===== src/asi_crypto_pkg.sv =====
`default_nettype none

package asi_crypto_pkg;

    localparam int XLEN = 32;                   // Register width

    typedef logic [XLEN-1:0] word_t;            // One register value
    typedef logic [7:0]      byte_t;            // One AES state byte

    // GF(2^8) arithmetic ------------

    // Multiply by x, reduced modulo 0x11b
    function automatic byte_t xtime(byte_t a);
        return {a[6:0], 1'b0} ^ (a[7] ? 8'h1b : 8'h00);
    endfunction

    // Shift-and-add multiply
    function automatic byte_t gf_mul(byte_t a, byte_t b);
        byte_t p;
        byte_t m;
        p = '0;
        m = a;
        for (int i = 0; i < 8; i++) begin
            if (b[i]) begin
                p ^= m;                         // Add this power of x
            end
            m = xtime(m);
        end
        return p;
    endfunction

    // Field inverse as a^254, zero maps to zero
    function automatic byte_t gf_inv(byte_t a);
        byte_t p;
        byte_t r;
        p = a;
        r = 8'h01;
        for (int i = 1; i < 8; i++) begin
            p = gf_mul(p, p);                   // a^(2^i)
            r = gf_mul(r, p);
        end
        return r;
    endfunction

    function automatic byte_t rotl(byte_t b, int n);
        return (b << n) | (b >> (8 - n));
    endfunction

    // S-box ------------

    // Inverse then affine map
    function automatic byte_t sbox_fwd(byte_t a);
        byte_t i;
        i = gf_inv(a);
        return i ^ rotl(i, 1) ^ rotl(i, 2) ^ rotl(i, 3) ^ rotl(i, 4) ^ 8'h63;
    endfunction

    // Inverse affine map first, then field inverse
    function automatic byte_t sbox_inv(byte_t a);
        byte_t t;
        t = rotl(a, 1) ^ rotl(a, 3) ^ rotl(a, 6) ^ 8'h05;
        return gf_inv(t);
    endfunction

endpackage

`default_nettype wire


===== src/asi_isa_pkg.sv =====
`default_nettype none

package asi_isa_pkg;

    import asi_crypto_pkg::*;

    // Class lives in uop[4:3], class 3 is unused
    localparam logic [1:0] ASI_CLS_SHA2 = 2'd0;
    localparam logic [1:0] ASI_CLS_SHA3 = 2'd1;
    localparam logic [1:0] ASI_CLS_AES  = 2'd2;

    typedef logic [4:0] uop_t;                  // {class, function}

    // Micro-op encodings ------------

    localparam uop_t ASI_SHA256_S0 = {ASI_CLS_SHA2, 3'd0};
    localparam uop_t ASI_SHA256_S1 = {ASI_CLS_SHA2, 3'd1};
    localparam uop_t ASI_SHA256_S2 = {ASI_CLS_SHA2, 3'd2};
    localparam uop_t ASI_SHA256_S3 = {ASI_CLS_SHA2, 3'd3};

    localparam uop_t ASI_SHA3_XY   = {ASI_CLS_SHA3, 3'd0};
    localparam uop_t ASI_SHA3_X1   = {ASI_CLS_SHA3, 3'd1};
    localparam uop_t ASI_SHA3_X2   = {ASI_CLS_SHA3, 3'd2};
    localparam uop_t ASI_SHA3_X4   = {ASI_CLS_SHA3, 3'd3};
    localparam uop_t ASI_SHA3_YX   = {ASI_CLS_SHA3, 3'd4};

    // Bit 0 set is decrypt, bit 1 set is rotate
    localparam uop_t ASI_AESSUB_ENC    = {ASI_CLS_AES, 3'd0};
    localparam uop_t ASI_AESSUB_DEC    = {ASI_CLS_AES, 3'd1};
    localparam uop_t ASI_AESSUB_ENCROT = {ASI_CLS_AES, 3'd2};
    localparam uop_t ASI_AESSUB_DECROT = {ASI_CLS_AES, 3'd3};

    // Bit 2 set selects the mix unit
    localparam uop_t ASI_AESMIX_ENC    = {ASI_CLS_AES, 3'd4};
    localparam uop_t ASI_AESMIX_DEC    = {ASI_CLS_AES, 3'd5};

    localparam int AESSUB_CYCLES = 4;          // One S-box pass per byte

    // Request as seen on the unit boundary
    typedef struct packed {
        uop_t       uop;                        // Operation
        word_t      rs1;                        // Source register 1
        word_t      rs2;                        // Source register 2
        logic [1:0] shamt;                      // SHA-3 post-shift
    } asi_req_t;

endpackage

`default_nettype wire


===== src/asi_aesmix.sv =====
`default_nettype none

module asi_aesmix
    import asi_crypto_pkg::*;
(
    input  wire   word_t rs1,
    input  wire   word_t rs2,
    input  wire   enc,                          // MixColumns when set
    output word_t result
);

    // First row of each circulant matrix
    localparam byte_t MIX_FWD [4] = '{8'h02, 8'h03, 8'h01, 8'h01};
    localparam byte_t MIX_INV [4] = '{8'h0e, 8'h0b, 8'h0d, 8'h09};

    byte_t col   [4];                           // Input column
    byte_t coef  [4];                           // Active matrix row
    byte_t mixed [4];                           // Output column

    // Low half from rs1, high half from rs2
    assign col[0] = rs1[7:0];
    assign col[1] = rs1[15:8];
    assign col[2] = rs2[23:16];
    assign col[3] = rs2[31:24];

    always_comb begin
        for (int i = 0; i < 4; i++) begin
            coef[i] = enc ? MIX_FWD[i] : MIX_INV[i];
        end
        // Row i uses the coefficients rotated right by i
        for (int i = 0; i < 4; i++) begin
            mixed[i] = '0;
            for (int j = 0; j < 4; j++) begin
                mixed[i] ^= gf_mul(coef[(j - i) & 3], col[j]);
            end
        end
    end

    assign result = {mixed[3], mixed[2], mixed[1], mixed[0]};

endmodule

`default_nettype wire


===== src/asi_aessub.sv =====
`default_nettype none

module asi_aessub
    import asi_crypto_pkg::*;
    import asi_isa_pkg::*;
(
    input  wire   g_clk,
    input  wire   rst_n,
    input  wire   valid,                        // Held until ready
    input  wire   word_t rs1,
    input  wire   word_t rs2,
    input  wire   enc,                          // Forward S-box when set
    input  wire   rot,                          // Rotate result left by 8
    output logic  ready,
    output word_t result
);

    logic [1:0]  cnt;                           // Byte being substituted
    logic [23:0] partial;                       // Bytes already done
    logic        last;
    word_t       src;
    byte_t       b_in;
    byte_t       b_out;
    word_t       word;

    // Byte selection ------------------------

    // Even bytes from rs1, odd bytes from rs2
    assign src  = cnt[0] ? rs2 : rs1;
    assign b_in = src[{cnt, 3'b000} +: 8];

    // The single shared S-box
    assign b_out = enc ? sbox_fwd(b_in) : sbox_inv(b_in);

    assign last  = cnt == 2'(AESSUB_CYCLES - 1);
    assign ready = valid && last;

    // Top byte completes the word in the same cycle
    assign word   = {b_out, partial};
    assign result = rot ? {word[23:0], word[31:24]} : word;

    // Byte sequencer ------------------------

    always_ff @(posedge g_clk) begin
        if (!rst_n || !valid || last) begin
            cnt     <= '0;                      // Ready for the next instruction
            partial <= '0;
        end else begin
            cnt     <= cnt + 2'd1;
            partial[{cnt, 3'b000} +: 8] <= b_out; // Bytes 0..2 only
        end
    end

endmodule

`default_nettype wire


===== src/asi_ctrl.sv =====
`default_nettype none

module asi_ctrl
    import asi_crypto_pkg::*;
    import asi_isa_pkg::*;
(
    input  wire        valid,                   // Request held until ready
    input  wire        asi_req_t req,
    input  wire        sub_ready,               // SubBytes unit done
    input  wire        word_t res_sha2,
    input  wire        word_t res_sha3,
    input  wire        word_t res_sub,
    input  wire        word_t res_mix,
    output word_t      sha2_rs1,
    output logic [1:0] sha2_ss,
    output asi_req_t   sha3_req,
    output logic       sub_valid,
    output word_t      sub_rs1,
    output word_t      sub_rs2,
    output logic       sub_enc,
    output logic       sub_rot,
    output word_t      mix_rs1,
    output word_t      mix_rs2,
    output logic       mix_enc,
    output logic       ready,
    output word_t      result
);

    logic insn_sha2;
    logic insn_sha3;
    logic insn_sub;
    logic insn_mix;

    // Decode ------------------------

    // Exact matches only, unused functions select nothing
    assign insn_sha2 = valid && (req.uop == ASI_SHA256_S0 || req.uop == ASI_SHA256_S1 ||
                                 req.uop == ASI_SHA256_S2 || req.uop == ASI_SHA256_S3);
    assign insn_sha3 = valid && (req.uop == ASI_SHA3_XY || req.uop == ASI_SHA3_X1 ||
                                 req.uop == ASI_SHA3_X2 || req.uop == ASI_SHA3_X4 ||
                                 req.uop == ASI_SHA3_YX);
    assign insn_sub  = valid && (req.uop == ASI_AESSUB_ENC || req.uop == ASI_AESSUB_ENCROT ||
                                 req.uop == ASI_AESSUB_DEC || req.uop == ASI_AESSUB_DECROT);
    assign insn_mix  = valid && (req.uop == ASI_AESMIX_ENC || req.uop == ASI_AESMIX_DEC);

    // Operand gating ------------------------

    // Idle units see zeros so their logic does not toggle
    assign sha2_rs1  = {XLEN{insn_sha2}} & req.rs1;
    assign sha2_ss   = req.uop[1:0];             // S0..S3

    assign sha3_req  = insn_sha3 ? req : '0;     // Zero uop keeps SHA-3 unit idle

    assign sub_valid = insn_sub;                 // Starts the byte counter
    assign sub_rs1   = {XLEN{insn_sub}} & req.rs1;
    assign sub_rs2   = {XLEN{insn_sub}} & req.rs2;
    assign sub_enc   = !req.uop[0];
    assign sub_rot   = req.uop[1];

    assign mix_rs1   = {XLEN{insn_mix}} & req.rs1;
    assign mix_rs2   = {XLEN{insn_mix}} & req.rs2;
    assign mix_enc   = !req.uop[0];

    // Ready and result ------------------------

    // Only SubBytes takes more than one cycle
    assign ready = insn_sha2 || insn_sha3 || insn_mix || (insn_sub && sub_ready);

    assign result = ({XLEN{insn_sha2}} & res_sha2) |
                    ({XLEN{insn_sha3}} & res_sha3) |
                    ({XLEN{insn_sub}}  & res_sub)  |
                    ({XLEN{insn_mix}}  & res_mix);

endmodule

`default_nettype wire


===== src/asi_sha256.sv =====
`default_nettype none

module asi_sha256
    import asi_crypto_pkg::*;
(
    input  wire        word_t rs1,
    input  wire  [1:0] ss,                      // Which sigma
    output word_t      result
);

    // Rotate right by a constant
    function automatic word_t ror(word_t x, int n);
        return (x >> n) | (x << (XLEN - n));
    endfunction

    always_comb begin
        unique case (ss)
            2'd0:    result = ror(rs1, 7)  ^ ror(rs1, 18) ^ (rs1 >> 3);   // Small sigma 0
            2'd1:    result = ror(rs1, 17) ^ ror(rs1, 19) ^ (rs1 >> 10);  // Small sigma 1
            2'd2:    result = ror(rs1, 2)  ^ ror(rs1, 13) ^ ror(rs1, 22); // Big sigma 0
            default: result = ror(rs1, 6)  ^ ror(rs1, 11) ^ ror(rs1, 25); // Big sigma 1
        endcase
    end

endmodule

`default_nettype wire


===== src/asi_sha3.sv =====
`default_nettype none

module asi_sha3
    import asi_crypto_pkg::*;
    import asi_isa_pkg::*;
(
    input  wire   asi_req_t req,
    output word_t result
);

    logic [2:0] x;                              // Lane column
    logic [2:0] y;                              // Lane row
    logic [4:0] y5;                             // 5y, at most 20
    logic [2:0] yx_row;
    logic [4:0] idx;                            // Lane index 0..24

    // Coordinates reduced from the full registers
    assign x  = 3'(req.rs1 % XLEN'(5));
    assign y  = 3'(req.rs2 % XLEN'(5));
    assign y5 = 5'(y) * 5'd5;

    // (2x + 3y) mod 5, at most 20 before reduction
    assign yx_row = 3'((5'(x) * 5'd2 + 5'(y) * 5'd3) % 5'd5);

    always_comb begin
        case (req.uop)                          // Full uop, so class is checked too
            ASI_SHA3_XY: idx = 5'(x) + y5;
            ASI_SHA3_X1: idx = ((5'(x) + 5'd1) % 5'd5) + y5;
            ASI_SHA3_X2: idx = ((5'(x) + 5'd2) % 5'd5) + y5;
            ASI_SHA3_X4: idx = ((5'(x) + 5'd4) % 5'd5) + y5;
            ASI_SHA3_YX: idx = 5'(y) + 5'(yx_row) * 5'd5;
            default:     idx = '0;              // Not a SHA-3 op
        endcase
    end

    // Byte offset into the state, hence the post-shift
    assign result = word_t'(idx) << req.shamt;

endmodule

`default_nettype wire


===== src/asi_top.sv =====
`default_nettype none

module asi_top
    import asi_crypto_pkg::*;
    import asi_isa_pkg::*;
(
    input  wire   g_clk,
    input  wire   rst_n,                        // Synchronous, active low
    input  wire   asi_valid,
    input  wire   asi_req_t asi_req,
    output logic  asi_ready,                    // Instruction completes this cycle
    output word_t asi_result
);

    word_t      sha2_rs1;
    logic [1:0] sha2_ss;
    asi_req_t   sha3_req;
    logic       sub_valid;
    word_t      sub_rs1;
    word_t      sub_rs2;
    logic       sub_enc;
    logic       sub_rot;
    logic       sub_ready;
    word_t      mix_rs1;
    word_t      mix_rs2;
    logic       mix_enc;
    word_t      res_sha2;
    word_t      res_sha3;
    word_t      res_sub;
    word_t      res_mix;

    // Decode, gating and result select
    asi_ctrl i_asi_ctrl (
        .valid     (asi_valid),
        .req       (asi_req),
        .sub_ready (sub_ready),
        .res_sha2  (res_sha2),
        .res_sha3  (res_sha3),
        .res_sub   (res_sub),
        .res_mix   (res_mix),
        .sha2_rs1  (sha2_rs1),
        .sha2_ss   (sha2_ss),
        .sha3_req  (sha3_req),
        .sub_valid (sub_valid),
        .sub_rs1   (sub_rs1),
        .sub_rs2   (sub_rs2),
        .sub_enc   (sub_enc),
        .sub_rot   (sub_rot),
        .mix_rs1   (mix_rs1),
        .mix_rs2   (mix_rs2),
        .mix_enc   (mix_enc),
        .ready     (asi_ready),
        .result    (asi_result)
    );

    asi_sha256 i_asi_sha256 (
        .rs1    (sha2_rs1),
        .ss     (sha2_ss),
        .result (res_sha2)
    );

    asi_sha3 i_asi_sha3 (
        .req    (sha3_req),
        .result (res_sha3)
    );

    // Only sequential unit
    asi_aessub i_asi_aessub (
        .g_clk  (g_clk),
        .rst_n  (rst_n),
        .valid  (sub_valid),
        .rs1    (sub_rs1),
        .rs2    (sub_rs2),
        .enc    (sub_enc),
        .rot    (sub_rot),
        .ready  (sub_ready),
        .result (res_sub)
    );

    asi_aesmix i_asi_aesmix (
        .rs1    (mix_rs1),
        .rs2    (mix_rs2),
        .enc    (mix_enc),
        .result (res_mix)
    );

endmodule

`default_nettype wire


===== config.mk =====
export PLATFORM = sky130hd
export DESIGN_NAME = asi_top
export DESIGN_NICKNAME = d
export VERILOG_FILES = /design/src/asi_crypto_pkg.sv /design/src/asi_isa_pkg.sv /design/src/asi_aesmix.sv /design/src/asi_aessub.sv /design/src/asi_ctrl.sv /design/src/asi_sha256.sv /design/src/asi_sha3.sv /design/src/asi_top.sv
export SDC_FILE = /design/constraint.sdc
export NUM_CORES = 2
export LEC_CHECK = 0
export ABC_AREA = 1
export BUFFER_PORTS_ARGS = -buffer_cell sky130_fd_sc_hd__buf_2
export CORE_AREA = 2 2 349 351
export DETAILED_ROUTE_END_ITERATION = 8
export DIE_AREA = 0 0 351 353
export MAX_ROUTING_LAYER = met4
export PLACE_DENSITY = 0.45
export REMOVE_ABC_BUFFERS = 1
export SYNTH_ARGS = -nofsm -noshare
export SYNTH_HDL_FRONTEND = slang
export SYNTH_SLANG_ARGS = --single-unit

===== constraint.sdc =====
create_clock -name g_clk -period 44.5 [get_ports g_clk]
set_clock_uncertainty 0.15 [all_clocks]
set_input_delay 8.9 -clock g_clk [delete_from_list [all_inputs] [get_ports g_clk]]
set_output_delay 8.9 -clock g_clk [all_outputs]
set_load 0.02 [all_outputs]

==> impl_results.md <==
- Post-synth top area share: 0.256
- HP Start: i_asi_aessub.partial[5]$_SDFFE_PP0P_
- Max_cap viols: 0
- Final worst path period need: 39.69 ns
- Layout cells sized above 1: 0.0640
- Outcome: finished clean
- Deepest clock path buffer count: 2
- CP Launch Type: input port
- Area growth, synth to finish: 5.90%
- Post-DP HPWL: 126000 µm
- Hold buffers post-CTS: 0
- CTS tree: yes
- Count of different cell masters after synthesis: 69
- Number of synthesized flops with an enable pin: 0
- Routed WL: 158000 µm
- Slew Viols, Final: 0
- Gpl congestion: 1.01
- Crit Path Category: in -> out
- DIE AREA: 124000 µm²
- DP Area: 44000 µm²
- Row Count: 128
- Crit path launch: asi_req[66]
- H-tree lvl count: 1
- Synthesized area: 41700 µm²
- Crit-path max FO: 39
- Via density: 4.91
- Post-synthesis register bit count: 26
- Mean Syn Cell Area: 5.64 µm²
- Initial antenna violation count: 8
- RR Endpoint: i_asi_aessub.partial[14]$_SDFFE_PP0P_
- Slew headroom: 0.117
- WHS Endpoint: i_asi_aessub.partial[5]$_SDFFE_PP0P_
- First-pass GRT wire length: 244000 µm
- Drt first pass iters: 6
- Slew @ Worst Pin: 1.31 ns
- Vias in the first global route: 41400
- # fillers: 13800
- Sequential Area: 520 µm²
- CP Capture Type: primary output
- Initial core utilization: 0.345
- Max Fclk: 25.2 MHz
- R2R Setup Slk: 25.27 ns
- Placed cell count: 9040
- Via count: 44500
- CP arrival: 30.64 ns
- Largest net degree at the start of global routing: 55
- Slowest stage delay, CP: 0.70 ns
- Synth top area cells: xor2_1 (26%), nand2_1 (20%), xnor2_1 (12%)
- Core region area: 121000 µm²
- CP max-delay cell: nand2_1
- # IOs: 107
- Setup_tns: 0 ns
- Reg clk slew, reported paths: 0.07 ns
- Setup violations, final: 0
- Final ANT Viol Nets: 0
- # DRC: 0
- Post-CTS setup buffer count: 0
- Final hold vios: 0
- Worst r2r path cells: 84
- RSZ-0062 raised after global routing: false
- Most common cell on crit path: nand2_1
- Total CTS buffers: 3
- Area of the multi-input gates: 37500 µm²
- Ys async rst share: 0
- Ratio of final minimum period to clock period: 0.892
- Synth Flop Type: dfxtp_1
- Port Buffers: 106
- Synth warn: 0
- Chip Height: 353 µm
- Top-count cell post-synth: nand2_1
- Gr ovfl total: 0
- Finished Layout Cells: 9051
- Hold path depth: 2
- Design area: 44100 µm²
- GRT Util Overall: 0.253
- Worst path required time: 35.45 ns
- WL per Instance: 17.5 µm
- Post-synthesis cell count: 7386
- Tightest Hold Check Type: reg -> reg
- Largest area contributor in the netlist: xor2_1
- CTS sink cnt: 26
- Synth cell count leaders: nand2_1 (2274), xor2_1 (1218), nor2_1 (893)
- Clock root buffer: clkbuf_16
- Quantity of gates resized following cts: 0
- Layout Nets: 7579
- Sequential area share after synthesis: 0.0125
- Reg2reg start: i_asi_aessub.cnt[1]$_SDFF_PP0_
- Die width: 351 µm
- Worst-Skew Late Latency: 0.27 ns
- DRT iter0 DRCs: 3431
[kinds of logic (layout without fill, tap and decap cells)]
family                     count (synthesis)  count (layout)  synth area share
other                                      0               7                 0
DFF                                       26              26            0.0125
adders and majority gates                 85              85            0.0261
xor gates and xnor gates                1869            1869             0.410
and+or+nand+nor                         3808            3808             0.371
AOI/OAI and AO/OA                        673             673            0.0897
muxes                                     12              12           0.00291
buffers and inverters                    913             946            0.0885
[registers in the layout, indices dropped and copies added, names as in the netlist]
| register | cells |
|---|---|
| i_asi_aessub.cnt | 2 |
| i_asi_aessub.partial | 24 |
[metrics by stage]
step	hold WS (ns)	setup WS, ns	util
floorplan	0.295	8.29	-
global placement	0.305	5.71	0.365
detailed placement	0.310	5.12	0.365
CTS	0.321	5.08	0.366
global route	0.345	1.68	0.366
finish	0.323	4.81	0.366
[metal layers]
layer	share of wire	global-route usage	wire length [µm]	up-vias
li1	-	-	-	22900
met1	0.47	0.340	74000	20300
met2	0.46	0.412	72400	1084
met3	0.048	0.0217	7610	195
met4	0.025	0.0532	3930	0
met5	0	-	0	-
[worst max-delay path: cells and delay by family]
| family | cells | cell delay [ns] |
|---|---|---|
| buffers and inverters | 24 | 2.30 |
| XOR/XNOR | 3 | 0.99 |
| adder cells (fa/ha/maj) | 11 | 2.65 |
| AO/OA/AOI/OAI | 5 | 1.09 |
| AND/OR/NAND/NOR | 132 | 14.61 |
[cells in the final DEF, fill, tap and decap left out, types with 9 or more instances in the layout]
cell type     n
nand2_1    2273
xor2_1     1218
nor2_1      891
inv_1       640
xnor2_1     571
nand3_1     416
o21ai_0     289
a21oi_1     211
buf_2       106
inv_2        92
ha_1         82
buf_4        79
o21ai_1      49
nand2_2      47
xor2_2       44
or2_2        43
nand4_1      38
or2_1        37
xnor2_2      26
dfxtp_1      26
clkinv_1     24
o21a_1       24
o2111ai_1    20
nand3b_1     15
o221ai_1     15
nor2_2       11
nor3_1       11
o22ai_1      11
mux2i_1      11
and2_1        9
[cell type report]
class,count,area share
well taps,1625,0.0461
multi-input cells,6447,0.849
repair buffers,185,0.0255
clock inverters,1,0.000681
flip-flops and latches,26,0.0118
inverters,757,0.0645
diodes,7,0.000397
clock buffers,3,0.00170
[worst max-delay path by stage]
| stage | end | slack, ns | depth (start not counted) |
|---|---|---|---|
| after floorplan | asi_result[4] | 8.29 | 177 |
| after global placement | asi_result[7] | 5.71 | 181 |
| after detailed placement | asi_result[7] | 5.12 | 179 |
| after CTS | asi_result[7] | 5.08 | 179 |
| after global routing | asi_result[7] | 1.68 | 187 |
| final | asi_result[7] | 4.81 | 175 |
Power is not shown: default switching activity piles up to over one toggle a cycle in this logic, so the estimate is an artifact.
